--- config.mk ---
export PLATFORM = sky130hd
export DESIGN_NAME = mrd_dft_top
export DESIGN_NICKNAME = d
export VERILOG_FILES = /design/src/rtl/mrd_pkg.sv /design/src/rtl/mrd_dft_top.sv /design/src/rtl/mrd_ctrl_fsm.sv /design/src/rtl/mrd_mem_bank.sv
export VERILOG_INCLUDE_DIRS = /design/src /design/src/rtl
export SDC_FILE = /design/constraint.sdc
export NUM_CORES = 1
export LEC_CHECK = 0
export BUFFER_PORTS_ARGS = -buffer_cell sky130_fd_sc_hd__buf_4
export CAP_MARGIN = 5
export CORE_UTILIZATION = 56
export CTS_CLUSTER_DIAMETER = 50
export DETAILED_ROUTE_END_ITERATION = 16
export GPL_ROUTABILITY_DRIVEN = 1
export PLACE_DENSITY = 0.87
export SYNTH_ARGS = -nofsm -noshare
export SYNTH_HDL_FRONTEND = slang
export SYNTH_SLANG_ARGS = --single-unit
--- constraint.sdc ---
create_clock -name clk -period 2.65 [get_ports clk]
set_input_delay 0.265 -clock clk [delete_from_list [all_inputs] [get_ports clk]]
set_output_delay 0.265 -clock clk [all_outputs]
set_load 0.1 [all_outputs]
--- src/rtl/mrd_cfg.svh ---
/*
 * Frame geometry for the mixed-radix DFT data path.
 * Included by the package and by every RTL module that sizes its logic from it.
 */

`ifndef MRD_CFG_SVH
`define MRD_CFG_SVH

// --------------------
// frame and word sizes
// --------------------
`define MRD_N           12
`define MRD_DW          16
`define MRD_AW          4

// --------------------
// stage factoring, product equals MRD_N
// --------------------
`define MRD_NUM_STAGES  2
`define MRD_FACTOR0     4
`define MRD_FACTOR1     3
`define MRD_SW          2

`endif
--- src/rtl/mrd_pkg.sv ---
/*
 * Shared types for the ping-pong DFT core: bank commands, FSM states and the
 * packed status, command and sample beat structs used between blocks.
 */

`include "mrd_cfg.svh"

package mrd_pkg;

	// --------------------
	// bank command codes
	// --------------------
	typedef enum logic [1:0]
	{
		MEM_SINK   = 2'b00,
		MEM_RD     = 2'b01,
		MEM_WR     = 2'b10,
		MEM_SOURCE = 2'b11
	} mem_state_e;

	// frame FSM
	typedef enum logic [1:0]
	{
		FSM_WAIT   = 2'b00,
		FSM_SINK   = 2'b01,
		FSM_CALC   = 2'b10,
		FSM_SOURCE = 2'b11
	} fsm_state_e;

	// --------------------
	// bundles
	// --------------------
	// bank status back to the FSM, all levels except sink_sop
	typedef struct packed
	{
		logic sink_sop;
		logic sink_ongoing;
		logic source_ongoing;
		logic wr_ongoing;
	} mrd_stat_t;

	// command from the FSM to one bank
	typedef struct packed
	{
		mem_state_e              state;
		logic [`MRD_SW-1:0]      current_stage;
	} mrd_ctrl_t;

	// one sample beat, valid/sop/eop are single-cycle strobes
	typedef struct packed
	{
		logic [`MRD_DW-1:0]      data;
		logic                    valid;
		logic                    sop;
		logic                    eop;
	} mrd_word_t;

endpackage

--- src/rtl/mrd_dft_top.sv ---
/*
 * Top of the DFT data-movement core. Two ping-pong banks and the frame FSM;
 * the switches steer the input stream, the stage transfer and the output stream.
 */

module mrd_dft_top (
	input  logic                clk,
	input  logic                rst_n,
	input  mrd_pkg::mrd_word_t  sink_in,
	output mrd_pkg::mrd_word_t  source_out
);

	// no valid, no strobes
	localparam mrd_pkg::mrd_word_t idle_word = '0;

	mrd_pkg::mrd_stat_t stat0;
	mrd_pkg::mrd_stat_t stat1;
	mrd_pkg::mrd_ctrl_t ctrl0;
	mrd_pkg::mrd_ctrl_t ctrl1;
	logic               sw_in;
	logic               sw_out;
	logic               sw_1to0;

	mrd_pkg::mrd_word_t sink0;
	mrd_pkg::mrd_word_t sink1;
	mrd_pkg::mrd_word_t xfer_in0;
	mrd_pkg::mrd_word_t xfer_in1;
	mrd_pkg::mrd_word_t xfer_out0;
	mrd_pkg::mrd_word_t xfer_out1;
	mrd_pkg::mrd_word_t source0;
	mrd_pkg::mrd_word_t source1;

	// --------------------
	// routing
	// --------------------
	// input stream to the bank picked by sw_in
	assign sink0 = sw_in ? idle_word : sink_in;
	assign sink1 = sw_in ? sink_in : idle_word;

	// stage transfer, reader into writer
	// sw_1to0 high: bank 1 reads, bank 0 writes
	assign xfer_in0 = sw_1to0 ? xfer_out1 : idle_word;
	assign xfer_in1 = sw_1to0 ? idle_word : xfer_out0;

	// output from the bank holding the finished frame
	assign source_out = sw_out ? source1 : source0;

	// --------------------
	// banks
	// --------------------
	mrd_mem_bank mem0_i (
		.clk        (clk),
		.rst_n      (rst_n),
		.ctrl       (ctrl0),
		.sink_in    (sink0),
		.xfer_in    (xfer_in0),
		.stat       (stat0),
		.xfer_out   (xfer_out0),
		.source_out (source0)
	);

	mrd_mem_bank mem1_i (
		.clk        (clk),
		.rst_n      (rst_n),
		.ctrl       (ctrl1),
		.sink_in    (sink1),
		.xfer_in    (xfer_in1),
		.stat       (stat1),
		.xfer_out   (xfer_out1),
		.source_out (source1)
	);

	// --------------------
	// control
	// --------------------
	mrd_ctrl_fsm ctrl_i (
		.clk     (clk),
		.rst_n   (rst_n),
		.stat0   (stat0),
		.stat1   (stat1),
		.ctrl0   (ctrl0),
		.ctrl1   (ctrl1),
		.sw_in   (sw_in),
		.sw_out  (sw_out),
		.sw_1to0 (sw_1to0)
	);

endmodule

--- src/rtl/mrd_ctrl_fsm.sv ---
/*
 * Frame control for the two banks. Tracks sink, stage passes and source,
 * counts finished stages and issues per-bank commands and routing switches.
 */

`include "mrd_cfg.svh"

module mrd_ctrl_fsm (
	input  logic                clk,
	input  logic                rst_n,
	input  mrd_pkg::mrd_stat_t  stat0,
	input  mrd_pkg::mrd_stat_t  stat1,
	output mrd_pkg::mrd_ctrl_t  ctrl0,
	output mrd_pkg::mrd_ctrl_t  ctrl1,
	output logic                sw_in,
	output logic                sw_out,
	output logic                sw_1to0
);

	localparam logic [`MRD_SW-1:0] last_stage = `MRD_SW'(`MRD_NUM_STAGES);
	localparam bit odd_stages = ((`MRD_NUM_STAGES % 2) == 1);

	localparam mrd_pkg::mrd_ctrl_t sink_cmd =
		'{state: mrd_pkg::MEM_SINK, current_stage: '0};
	localparam mrd_pkg::mrd_ctrl_t source_cmd =
		'{state: mrd_pkg::MEM_SOURCE, current_stage: '0};

	mrd_pkg::fsm_state_e state;
	logic [`MRD_SW-1:0]  cnt_stage;
	logic                wr0_q;
	logic                wr1_q;
	logic                wr_fall;
	logic                stages_done;
	logic                wr_dir;

	// --------------------
	// stage bookkeeping
	// --------------------
	assign stages_done = (cnt_stage == last_stage);
	// 1 means bank 0 is the writer in this stage
	assign wr_dir      = sw_in ^ cnt_stage[0];
	// end of a stage, seen on the writer only
	assign wr_fall     = sw_1to0 ? (wr0_q & ~stat0.wr_ongoing)
	                             : (wr1_q & ~stat1.wr_ongoing);

	// --------------------
	// frame FSM
	// --------------------
	always_ff @(posedge clk)
	begin
		if (!rst_n)
			state <= mrd_pkg::FSM_WAIT;
		else
		begin
			case (state)
				// idle, an older frame may still be sourcing
				mrd_pkg::FSM_WAIT:
				begin
					if (stat0.sink_sop | stat1.sink_sop)
						state <= mrd_pkg::FSM_SINK;
				end
				// filling, wait for sink done and old source gone
				mrd_pkg::FSM_SINK:
				begin
					if (!stat0.sink_ongoing && !stat1.sink_ongoing &&
					    !stat0.source_ongoing && !stat1.source_ongoing)
						state <= mrd_pkg::FSM_CALC;
				end
				mrd_pkg::FSM_CALC:
				begin
					if (stages_done)
						state <= mrd_pkg::FSM_SOURCE;
				end
				// single cycle, source runs on in the bank
				mrd_pkg::FSM_SOURCE:
				begin
					state <= mrd_pkg::FSM_WAIT;
				end
			endcase
		end
	end

	// --------------------
	// stage counter
	// --------------------
	always_ff @(posedge clk)
	begin
		if (!rst_n)
		begin
			cnt_stage <= '0;
			wr0_q     <= 1'b0;
			wr1_q     <= 1'b0;
		end
		else
		begin
			wr0_q <= stat0.wr_ongoing;
			wr1_q <= stat1.wr_ongoing;
			if (state == mrd_pkg::FSM_CALC)
			begin
				if (wr_fall)
					cnt_stage <= cnt_stage + 1'b1;
			end
			else
				cnt_stage <= '0;
		end
	end

	// --------------------
	// bank switches
	// --------------------
	always_ff @(posedge clk)
	begin
		if (!rst_n)
		begin
			sw_in   <= 1'b0;
			sw_out  <= 1'b0;
			sw_1to0 <= 1'b0;
		end
		else
		begin
			case (state)
				mrd_pkg::FSM_CALC:
				begin
					// result ends in the input bank for an even stage count
					sw_out <= odd_stages ? ~sw_in : sw_in;
					// hold direction once all stages are through
					if (!stages_done)
						sw_1to0 <= wr_dir;
				end
				mrd_pkg::FSM_SOURCE:
				begin
					// next frame goes into the bank not sourcing
					sw_in   <= ~sw_out;
					sw_1to0 <= 1'b0;
				end
				default:
				begin
					sw_1to0 <= 1'b0;
				end
			endcase
		end
	end

	// --------------------
	// bank commands
	// --------------------
	always_ff @(posedge clk)
	begin
		if (!rst_n)
		begin
			ctrl0 <= sink_cmd;
			ctrl1 <= sink_cmd;
		end
		else
		begin
			case (state)
				// only the input bank is pulled into SINK
				mrd_pkg::FSM_WAIT, mrd_pkg::FSM_SINK:
				begin
					ctrl0 <= sw_in ? ctrl0 : sink_cmd;
					ctrl1 <= sw_in ? sink_cmd : ctrl1;
				end
				mrd_pkg::FSM_CALC:
				begin
					if (!stages_done)
					begin
						ctrl0 <= '{state: wr_dir ? mrd_pkg::MEM_WR : mrd_pkg::MEM_RD,
							current_stage: cnt_stage};
						ctrl1 <= '{state: wr_dir ? mrd_pkg::MEM_RD : mrd_pkg::MEM_WR,
							current_stage: cnt_stage};
					end
				end
				mrd_pkg::FSM_SOURCE:
				begin
					ctrl0 <= sw_out ? sink_cmd : source_cmd;
					ctrl1 <= sw_out ? source_cmd : sink_cmd;
				end
			endcase
		end
	end

	// a lost or extra wr_ongoing edge would push the count past the end
	a_stage_range: assert property (@(posedge clk) disable iff (!rst_n)
		cnt_stage <= last_stage);

	// commands lag the state by one clock, so check from the second CALC cycle
	// the reading bank must be done with its own write pass
	a_calc_pair: assert property (@(posedge clk) disable iff (!rst_n)
		(state == mrd_pkg::FSM_CALC && $past(state) == mrd_pkg::FSM_CALC) |->
		((ctrl0.state == mrd_pkg::MEM_RD && ctrl1.state == mrd_pkg::MEM_WR &&
		  !stat0.wr_ongoing) ||
		 (ctrl0.state == mrd_pkg::MEM_WR && ctrl1.state == mrd_pkg::MEM_RD &&
		  !stat1.wr_ongoing)));

endmodule

--- src/rtl/mrd_mem_bank.sv ---
/*
 * One ping-pong memory bank. Holds a full frame and runs whichever sequencer
 * its command selects: sink, source, stage read (stride-transposed) or stage write.
 */

`include "mrd_cfg.svh"

module mrd_mem_bank (
	input  logic                clk,
	input  logic                rst_n,
	input  mrd_pkg::mrd_ctrl_t  ctrl,
	input  mrd_pkg::mrd_word_t  sink_in,
	input  mrd_pkg::mrd_word_t  xfer_in,
	output mrd_pkg::mrd_stat_t  stat,
	output mrd_pkg::mrd_word_t  xfer_out,
	output mrd_pkg::mrd_word_t  source_out
);

	localparam logic [`MRD_AW-1:0] last_addr = `MRD_AW'(`MRD_N - 1);

	// frame storage
	logic [`MRD_DW-1:0] ram [`MRD_N];

	// command decode and pass start
	mrd_pkg::mrd_ctrl_t ctrl_q;
	logic               pass_start;
	logic               is_sink;
	logic               is_rd;
	logic               is_wr;
	logic               is_source;

	// sink side
	logic [`MRD_AW-1:0] sink_pos;
	logic [`MRD_AW-1:0] sink_addr;
	logic               sink_wr;
	logic               sink_sop_q;
	logic               sink_ongoing_q;

	// stage write side
	logic [`MRD_AW-1:0] wr_pos;
	logic               xfer_wr;
	logic               wr_ongoing_q;

	// shared write port
	logic               wr_en;
	logic [`MRD_AW-1:0] wr_addr;
	logic [`MRD_DW-1:0] wr_data;

	// read sequencer, shared by RD and SOURCE
	logic               rd_active;
	logic               rd_src;
	logic [`MRD_AW-1:0] rd_pos;
	logic [`MRD_AW-1:0] rd_addr;
	logic [`MRD_AW-1:0] rd_base;
	logic [`MRD_AW-1:0] rd_b;
	logic [`MRD_AW-1:0] rd_step;
	logic [`MRD_AW-1:0] rd_last_b;
	logic [`MRD_AW-1:0] step_sel;
	logic [`MRD_AW-1:0] last_b_sel;

	// read output register
	logic [`MRD_DW-1:0] out_data;
	logic               out_valid;
	logic               out_sop;
	logic               out_eop;
	logic               out_src;

	// --------------------
	// command decode
	// --------------------
	assign is_sink    = (ctrl.state == mrd_pkg::MEM_SINK);
	assign is_rd      = (ctrl.state == mrd_pkg::MEM_RD);
	assign is_wr      = (ctrl.state == mrd_pkg::MEM_WR);
	assign is_source  = (ctrl.state == mrd_pkg::MEM_SOURCE);
	// any change of command or stage kicks off a new pass
	assign pass_start = (ctrl != ctrl_q);

	always_ff @(posedge clk)
	begin
		if (!rst_n)
			ctrl_q <= '0;
		else
			ctrl_q <= ctrl;
	end

	// --------------------
	// write port
	// --------------------
	assign sink_wr   = is_sink & sink_in.valid;
	// sop always lands at word 0
	assign sink_addr = sink_in.sop ? '0 : sink_pos;
	assign xfer_wr   = is_wr & xfer_in.valid;
	assign wr_en     = sink_wr | xfer_wr;

	always_comb
	begin
		if (xfer_wr)
		begin
			wr_addr = wr_pos;
			wr_data = xfer_in.data;
		end
		else
		begin
			wr_addr = sink_addr;
			wr_data = sink_in.data;
		end
	end

	always_ff @(posedge clk)
	begin
		if (wr_en)
			ram[wr_addr] <= wr_data;
	end

	// --------------------
	// sink sequencer
	// --------------------
	always_ff @(posedge clk)
	begin
		if (!rst_n)
		begin
			sink_pos       <= '0;
			sink_sop_q     <= 1'b0;
			sink_ongoing_q <= 1'b0;
		end
		else
		begin
			sink_sop_q <= sink_wr & sink_in.sop;
			if (sink_wr)
			begin
				sink_pos <= sink_addr + 1'b1;
				// last beat closes the frame, sop opens it
				if (sink_addr == last_addr)
					sink_ongoing_q <= 1'b0;
				else if (sink_in.sop)
					sink_ongoing_q <= 1'b1;
			end
		end
	end

	// --------------------
	// stage write sequencer
	// --------------------
	always_ff @(posedge clk)
	begin
		if (!rst_n)
		begin
			wr_pos       <= '0;
			wr_ongoing_q <= 1'b0;
		end
		else if (pass_start & is_wr)
			wr_pos <= '0;
		else if (xfer_wr)
		begin
			wr_pos       <= wr_pos + 1'b1;
			// drops with the last write, FSM counts this edge
			wr_ongoing_q <= (wr_pos != last_addr);
		end
	end

	// --------------------
	// read sequencer
	// --------------------
	// stride and inner span per pass, source is plain sequential
	always_comb
	begin
		if (is_source)
		begin
			step_sel   = `MRD_AW'(1);
			last_b_sel = last_addr;
		end
		else if (ctrl.current_stage == '0)
		begin
			step_sel   = `MRD_AW'(`MRD_FACTOR0);
			last_b_sel = `MRD_AW'(`MRD_N / `MRD_FACTOR0 - 1);
		end
		else
		begin
			step_sel   = `MRD_AW'(`MRD_FACTOR1);
			last_b_sel = `MRD_AW'(`MRD_N / `MRD_FACTOR1 - 1);
		end
	end

	always_ff @(posedge clk)
	begin
		if (!rst_n)
		begin
			rd_active <= 1'b0;
			rd_src    <= 1'b0;
			rd_pos    <= '0;
			rd_addr   <= '0;
			rd_base   <= '0;
			rd_b      <= '0;
			rd_step   <= '0;
			rd_last_b <= '0;
		end
		else if (pass_start & (is_rd | is_source))
		begin
			rd_active <= 1'b1;
			rd_src    <= is_source;
			rd_pos    <= '0;
			rd_addr   <= '0;
			rd_base   <= '0;
			rd_b      <= '0;
			rd_step   <= step_sel;
			rd_last_b <= last_b_sel;
		end
		else if (rd_active)
		begin
			rd_pos <= rd_pos + 1'b1;
			if (rd_pos == last_addr)
				rd_active <= 1'b0;
			// addr = b*f + a, walk b first then step a
			if (rd_b == rd_last_b)
			begin
				rd_b    <= '0;
				rd_base <= rd_base + 1'b1;
				rd_addr <= rd_base + 1'b1;
			end
			else
			begin
				rd_b    <= rd_b + 1'b1;
				rd_addr <= rd_addr + rd_step;
			end
		end
	end

	// registered read data
	always_ff @(posedge clk)
	begin
		out_data <= ram[rd_addr];
	end

	always_ff @(posedge clk)
	begin
		if (!rst_n)
		begin
			out_valid <= 1'b0;
			out_sop   <= 1'b0;
			out_eop   <= 1'b0;
			out_src   <= 1'b0;
		end
		else
		begin
			out_valid <= rd_active;
			out_sop   <= rd_active & (rd_pos == '0);
			out_eop   <= rd_active & (rd_pos == last_addr);
			out_src   <= rd_src;
		end
	end

	// --------------------
	// outputs
	// --------------------
	// one read stream, steered to source or to the other bank
	assign source_out = '{data: out_data, valid: out_valid & out_src,
		sop: out_sop & out_src, eop: out_eop & out_src};
	assign xfer_out   = '{data: out_data, valid: out_valid & ~out_src,
		sop: out_sop & ~out_src, eop: out_eop & ~out_src};

	assign stat = '{sink_sop: sink_sop_q, sink_ongoing: sink_ongoing_q,
		source_ongoing: out_valid & out_src, wr_ongoing: wr_ongoing_q};

	// a frame longer than MRD_N would run the sink pointer off the end
	a_wr_addr_range: assert property (@(posedge clk) disable iff (!rst_n)
		wr_en |-> (wr_addr < `MRD_AW'(`MRD_N)));

	// FSM must never start a stage pass while a sink is still filling
	a_sink_wr_excl: assert property (@(posedge clk) disable iff (!rst_n)
		!(sink_ongoing_q && wr_ongoing_q));

endmodule

==> results.json <==
{
  "cp_top_family": "simple AND/OR/NAND/NOR gates",
  "root_buffer": "clkbuf_16",
  "setup_viol": 0,
  "grt_pass1_wl_um": 70000,
  "yosys_warnings": 0,
  "comb_power_share": 0.170,
  "cts_tree": "built",
  "cts_made_buffers": 50,
  "clock_sinks": 515,
  "swShare": 0.277,
  "wl_per_cell_um": 23.2,
  "min_to": "mem0_i.sink_ongoing_q$_SDFFE_PN0P_",
  "final_nets": 1469,
  "netlist.area_leader.share": 0.557,
  "drtAntennaViolNets": 0,
  "drive_gt1_frac": 0.204,
  "dp_cells": 1837,
  "hpwl_um": 27600,
  "via_count": 12000,
  "setup-tns-final_ns": 0,
  "async_flop_share": 0,
  "track_usage": 0.243,
  "die_y_um": 194,
  "grt_max_degree": 36,
  "htreeDepth": 2,
  "arrival_ns": 2.79,
  "fin_skew_ns": 0.0421,
  "start_kind": "register",
  "dpl-instance-area_mm2": 0.0218,
  "min_path_type": "in -> reg",
  "ios": 40,
  "area_growth_pct": 13.9,
  "cts.repair.resized": 0,
  "die_area_mm2": 0.0377,
  "critPathCaptureType": "register",
  "synth_area_mm2": 0.0207,
  "core_mm2": 0.0365,
  "rsz0062_at_grt": "no",
  "p_leak_nw": 7.99,
  "final_area_mm2": 0.0236,
  "hold_viol": 0,
  "critPathMaxFanout": 16,
  "cap_violations": 0,
  "reg2reg_from": "ctrl_i.ctrl0[3]$_SDFFE_PN0P_",
  "gr-total-overflow": 0,
  "ff2ff_setup_slack_ns": 0.11,
  "synthTopCellsByArea": "edfxtp_1 (56%), dfxtp_1 (13%), mux4_2 (10%), nand2_1 (2.6%), mux2i_1 (2.3%)",
  "diodes": 0,
  "crit_start": "ctrl_i.ctrl0[3]$_SDFFE_PN0P_",
  "routed_wl_um": 44900,
  "io_buffers": 38,
  "synth_nets": 1399,
  "ctsHoldBuffers": 0,
  "clockBufferDepth": 3,
  "slew_viol_final": 0,
  "r2r_end": "mem0_i.ram[5][4]$_DFFE_PP_",
  "grt_pass1_vias": 12400,
  "ys.flop_type": "edfxtp_1",
  "drtIter0Drc": 1093,
  "yosysUniqueCellTypes": 55,
  "ys_ff_latch": 515,
  "synth_edf_count": 384,
  "first_pass_iters": 5,
  "clk_latency_ns": 0.60,
  "stdcell_count": 1935,
  "clk_pin_slew_ns": 0.06,
  "die_w_um": 194,
  "fmax_ghz": 0.394,
  "antenna_found_initial": 0,
  "p_seq_frac": 0.462,
  "start_util": 0.567,
  "yosysSeqAreaShare": 0.684,
  "cpMaxStageDelayCell": "or4b_1",
  "p_int_mw": 14.9,
  "min_from": "sink_in[1]",
  "gp_congestion": 0.922,
  "min_period_over_period": 0.958,
  "switching_power_mw": 5.70,
  "reg2reg_depth": 5,
  "critPathBufInv": 1,
  "fp-row-count": 70,
  "worstMarginPinSlew_ns": 1.24,
  "p_clk_frac": 0.368,
  "fillCellCount": 2347,
  "finalCriticalPeriod_ns": 2.54,
  "avgViaCountPerCell": 6.22,
  "ir_drop_v": 0.00107,
  "hold_depth": 3,
  "max_slew_margin": 0.168,
  "cp_slowest_stage_delay_ns": 0.72,
  "path_class": "reg -> reg",
  "power.density_mw_per_mm2": 873,
  "post_cts_buffers": 0,
  "cp_cell_sequence": "or4b_1 > nor4_1 > a31oi_1 > nor2_1 > buf_4",
  "status": "finished clean",
  "syn_area_per_cell_um2": 15.3,
  "required_ns": 2.90,
  "synth_top_cell_by_area": "edfxtp_1",
  "postSynthCellCount": 1355,
  "drc": 0
}
flip-flops by register name, indices dropped and copies added, names as in the netlist, 16 cells and up:
name	flops
mem0_i.out_data	16
mem0_i.ram	192
mem1_i.out_data	16
mem1_i.ram	192
how the worst max path moves through the flow:
stage               cells after the start  slack (ns)                           to
finish                                  5        0.11   mem0_i.ram[5][4]$_DFFE_PP_
detailed placement                      4        0.14  mem1_i.ram[6][12]$_DFFE_PP_
CTS                                     4        0.06  mem1_i.ram[7][12]$_DFFE_PP_
global placement                        5        0.36  mem0_i.ram[5][14]$_DFFE_PP_
floorplan                               7        0.05   mem1_i.ram[0][0]$_DFFE_PP_
global route                            4        0.08  mem1_i.ram[2][15]$_DFFE_PP_
cells in the final DEF (no fill, tap or decap), types with 23 or more instances in the layout:
cell and instances:
nand3_1 23, edfxtp_1 384, inv_1 31, clkbuf_16 55
mux2i_1 48, buf_4 86, mux4_2 96, nand2_1 142
nor2_1 66, dfxtp_1 129, o21ai_0 70, a21oi_1 44
kinds of logic (layout without fill, tap and decap cells):
logic type | count (synthesis) | count (layout) | share of synthesized area
buf+inv | 112 | 224 | 0.0216
flops | 515 | 515 | 0.684
mux | 162 | 162 | 0.137
simple gates | 339 | 339 | 0.0793
fa+ha+maj | 23 | 23 | 0.0146
compound gates | 170 | 170 | 0.0492
xor+xnor | 34 | 34 | 0.0144
worst register-to-register path: stages (launching register included):
cell     delay (ns)
dfxtp_1        0.39
or4b_1         0.73
nor4_1         0.45
a31oi_1        0.18
nor2_1         0.16
buf_4          0.31
power groups by stage:
stage	registers, mW	clock network (mW)	logic (mW)
finish	9.50	7.58	3.50
global route	9.55	7.94	3.71
CTS	9.50	7.65	3.50
detailed placement	9.66	0	3.45
global placement	9.63	0	3.35
floorplan	9.43	0	2.75
Yosys cell counts, types with 5 or more instances:
cell / number
nor4_1: 5
buf_1: 5
a21oi_1: 44
nand4_1: 7
and2_1: 16
mux2i_1: 48
nor2_1: 66
nor2b_1: 7
edfxtp_1: 384
ha_1: 21
or4_1: 7
nand3_1: 23
mux4_2: 96
clkbuf_1: 53
nor3_1: 6
dfxtp_1: 131
nand3b_1: 21
a211oi_1: 8
o21ai_0: 73
a31oi_1: 16
xnor2_1: 13
nand2b_1: 11
mux2_2: 18
xor2_1: 21
o31ai_1: 6
and3_1: 6
or3_1: 5
inv_1: 31
buf_2: 21
nand2_1: 142
layout make-up:
class	instances	area, um2	area share
Tap cell	468	586	0.0248
Timing Repair Buffer	97	808	0.0343
Inverter	33	124	0.00525
Multi-Input combinational cell	728	6110	0.259
Clock buffer	64	1420	0.0602
Clock inverter	30	373	0.0158
Sequential cell	515	14200	0.601
metrics by stage:
stage | util | total power [mW] | hold WS [ns] | worst slack (ns)
2_1_floorplan | - | 12.2 | 0.436 | 0.0474
4_1_cts | 0.645 | 20.6 | 0.0447 | 0.0581
3_3_place_gp | 0.596 | 13.0 | 0.450 | 0.356
5_1_grt | 0.646 | 21.2 | 0.0593 | 0.0839
6_report | 0.646 | 20.6 | 0.0637 | 0.112
3_5_place_dp | 0.596 | 13.1 | 0.458 | 0.141
routing by layer:
metal,vias up,track usage,share of wire
met5,-,0,0
met4,0,0.0870,0.032
met3,106,0.0410,0.078
met2,605,0.414,0.50
met1,6041,0.316,0.39
li1,5293,-,-
Power figures use the tool's default switching activity.
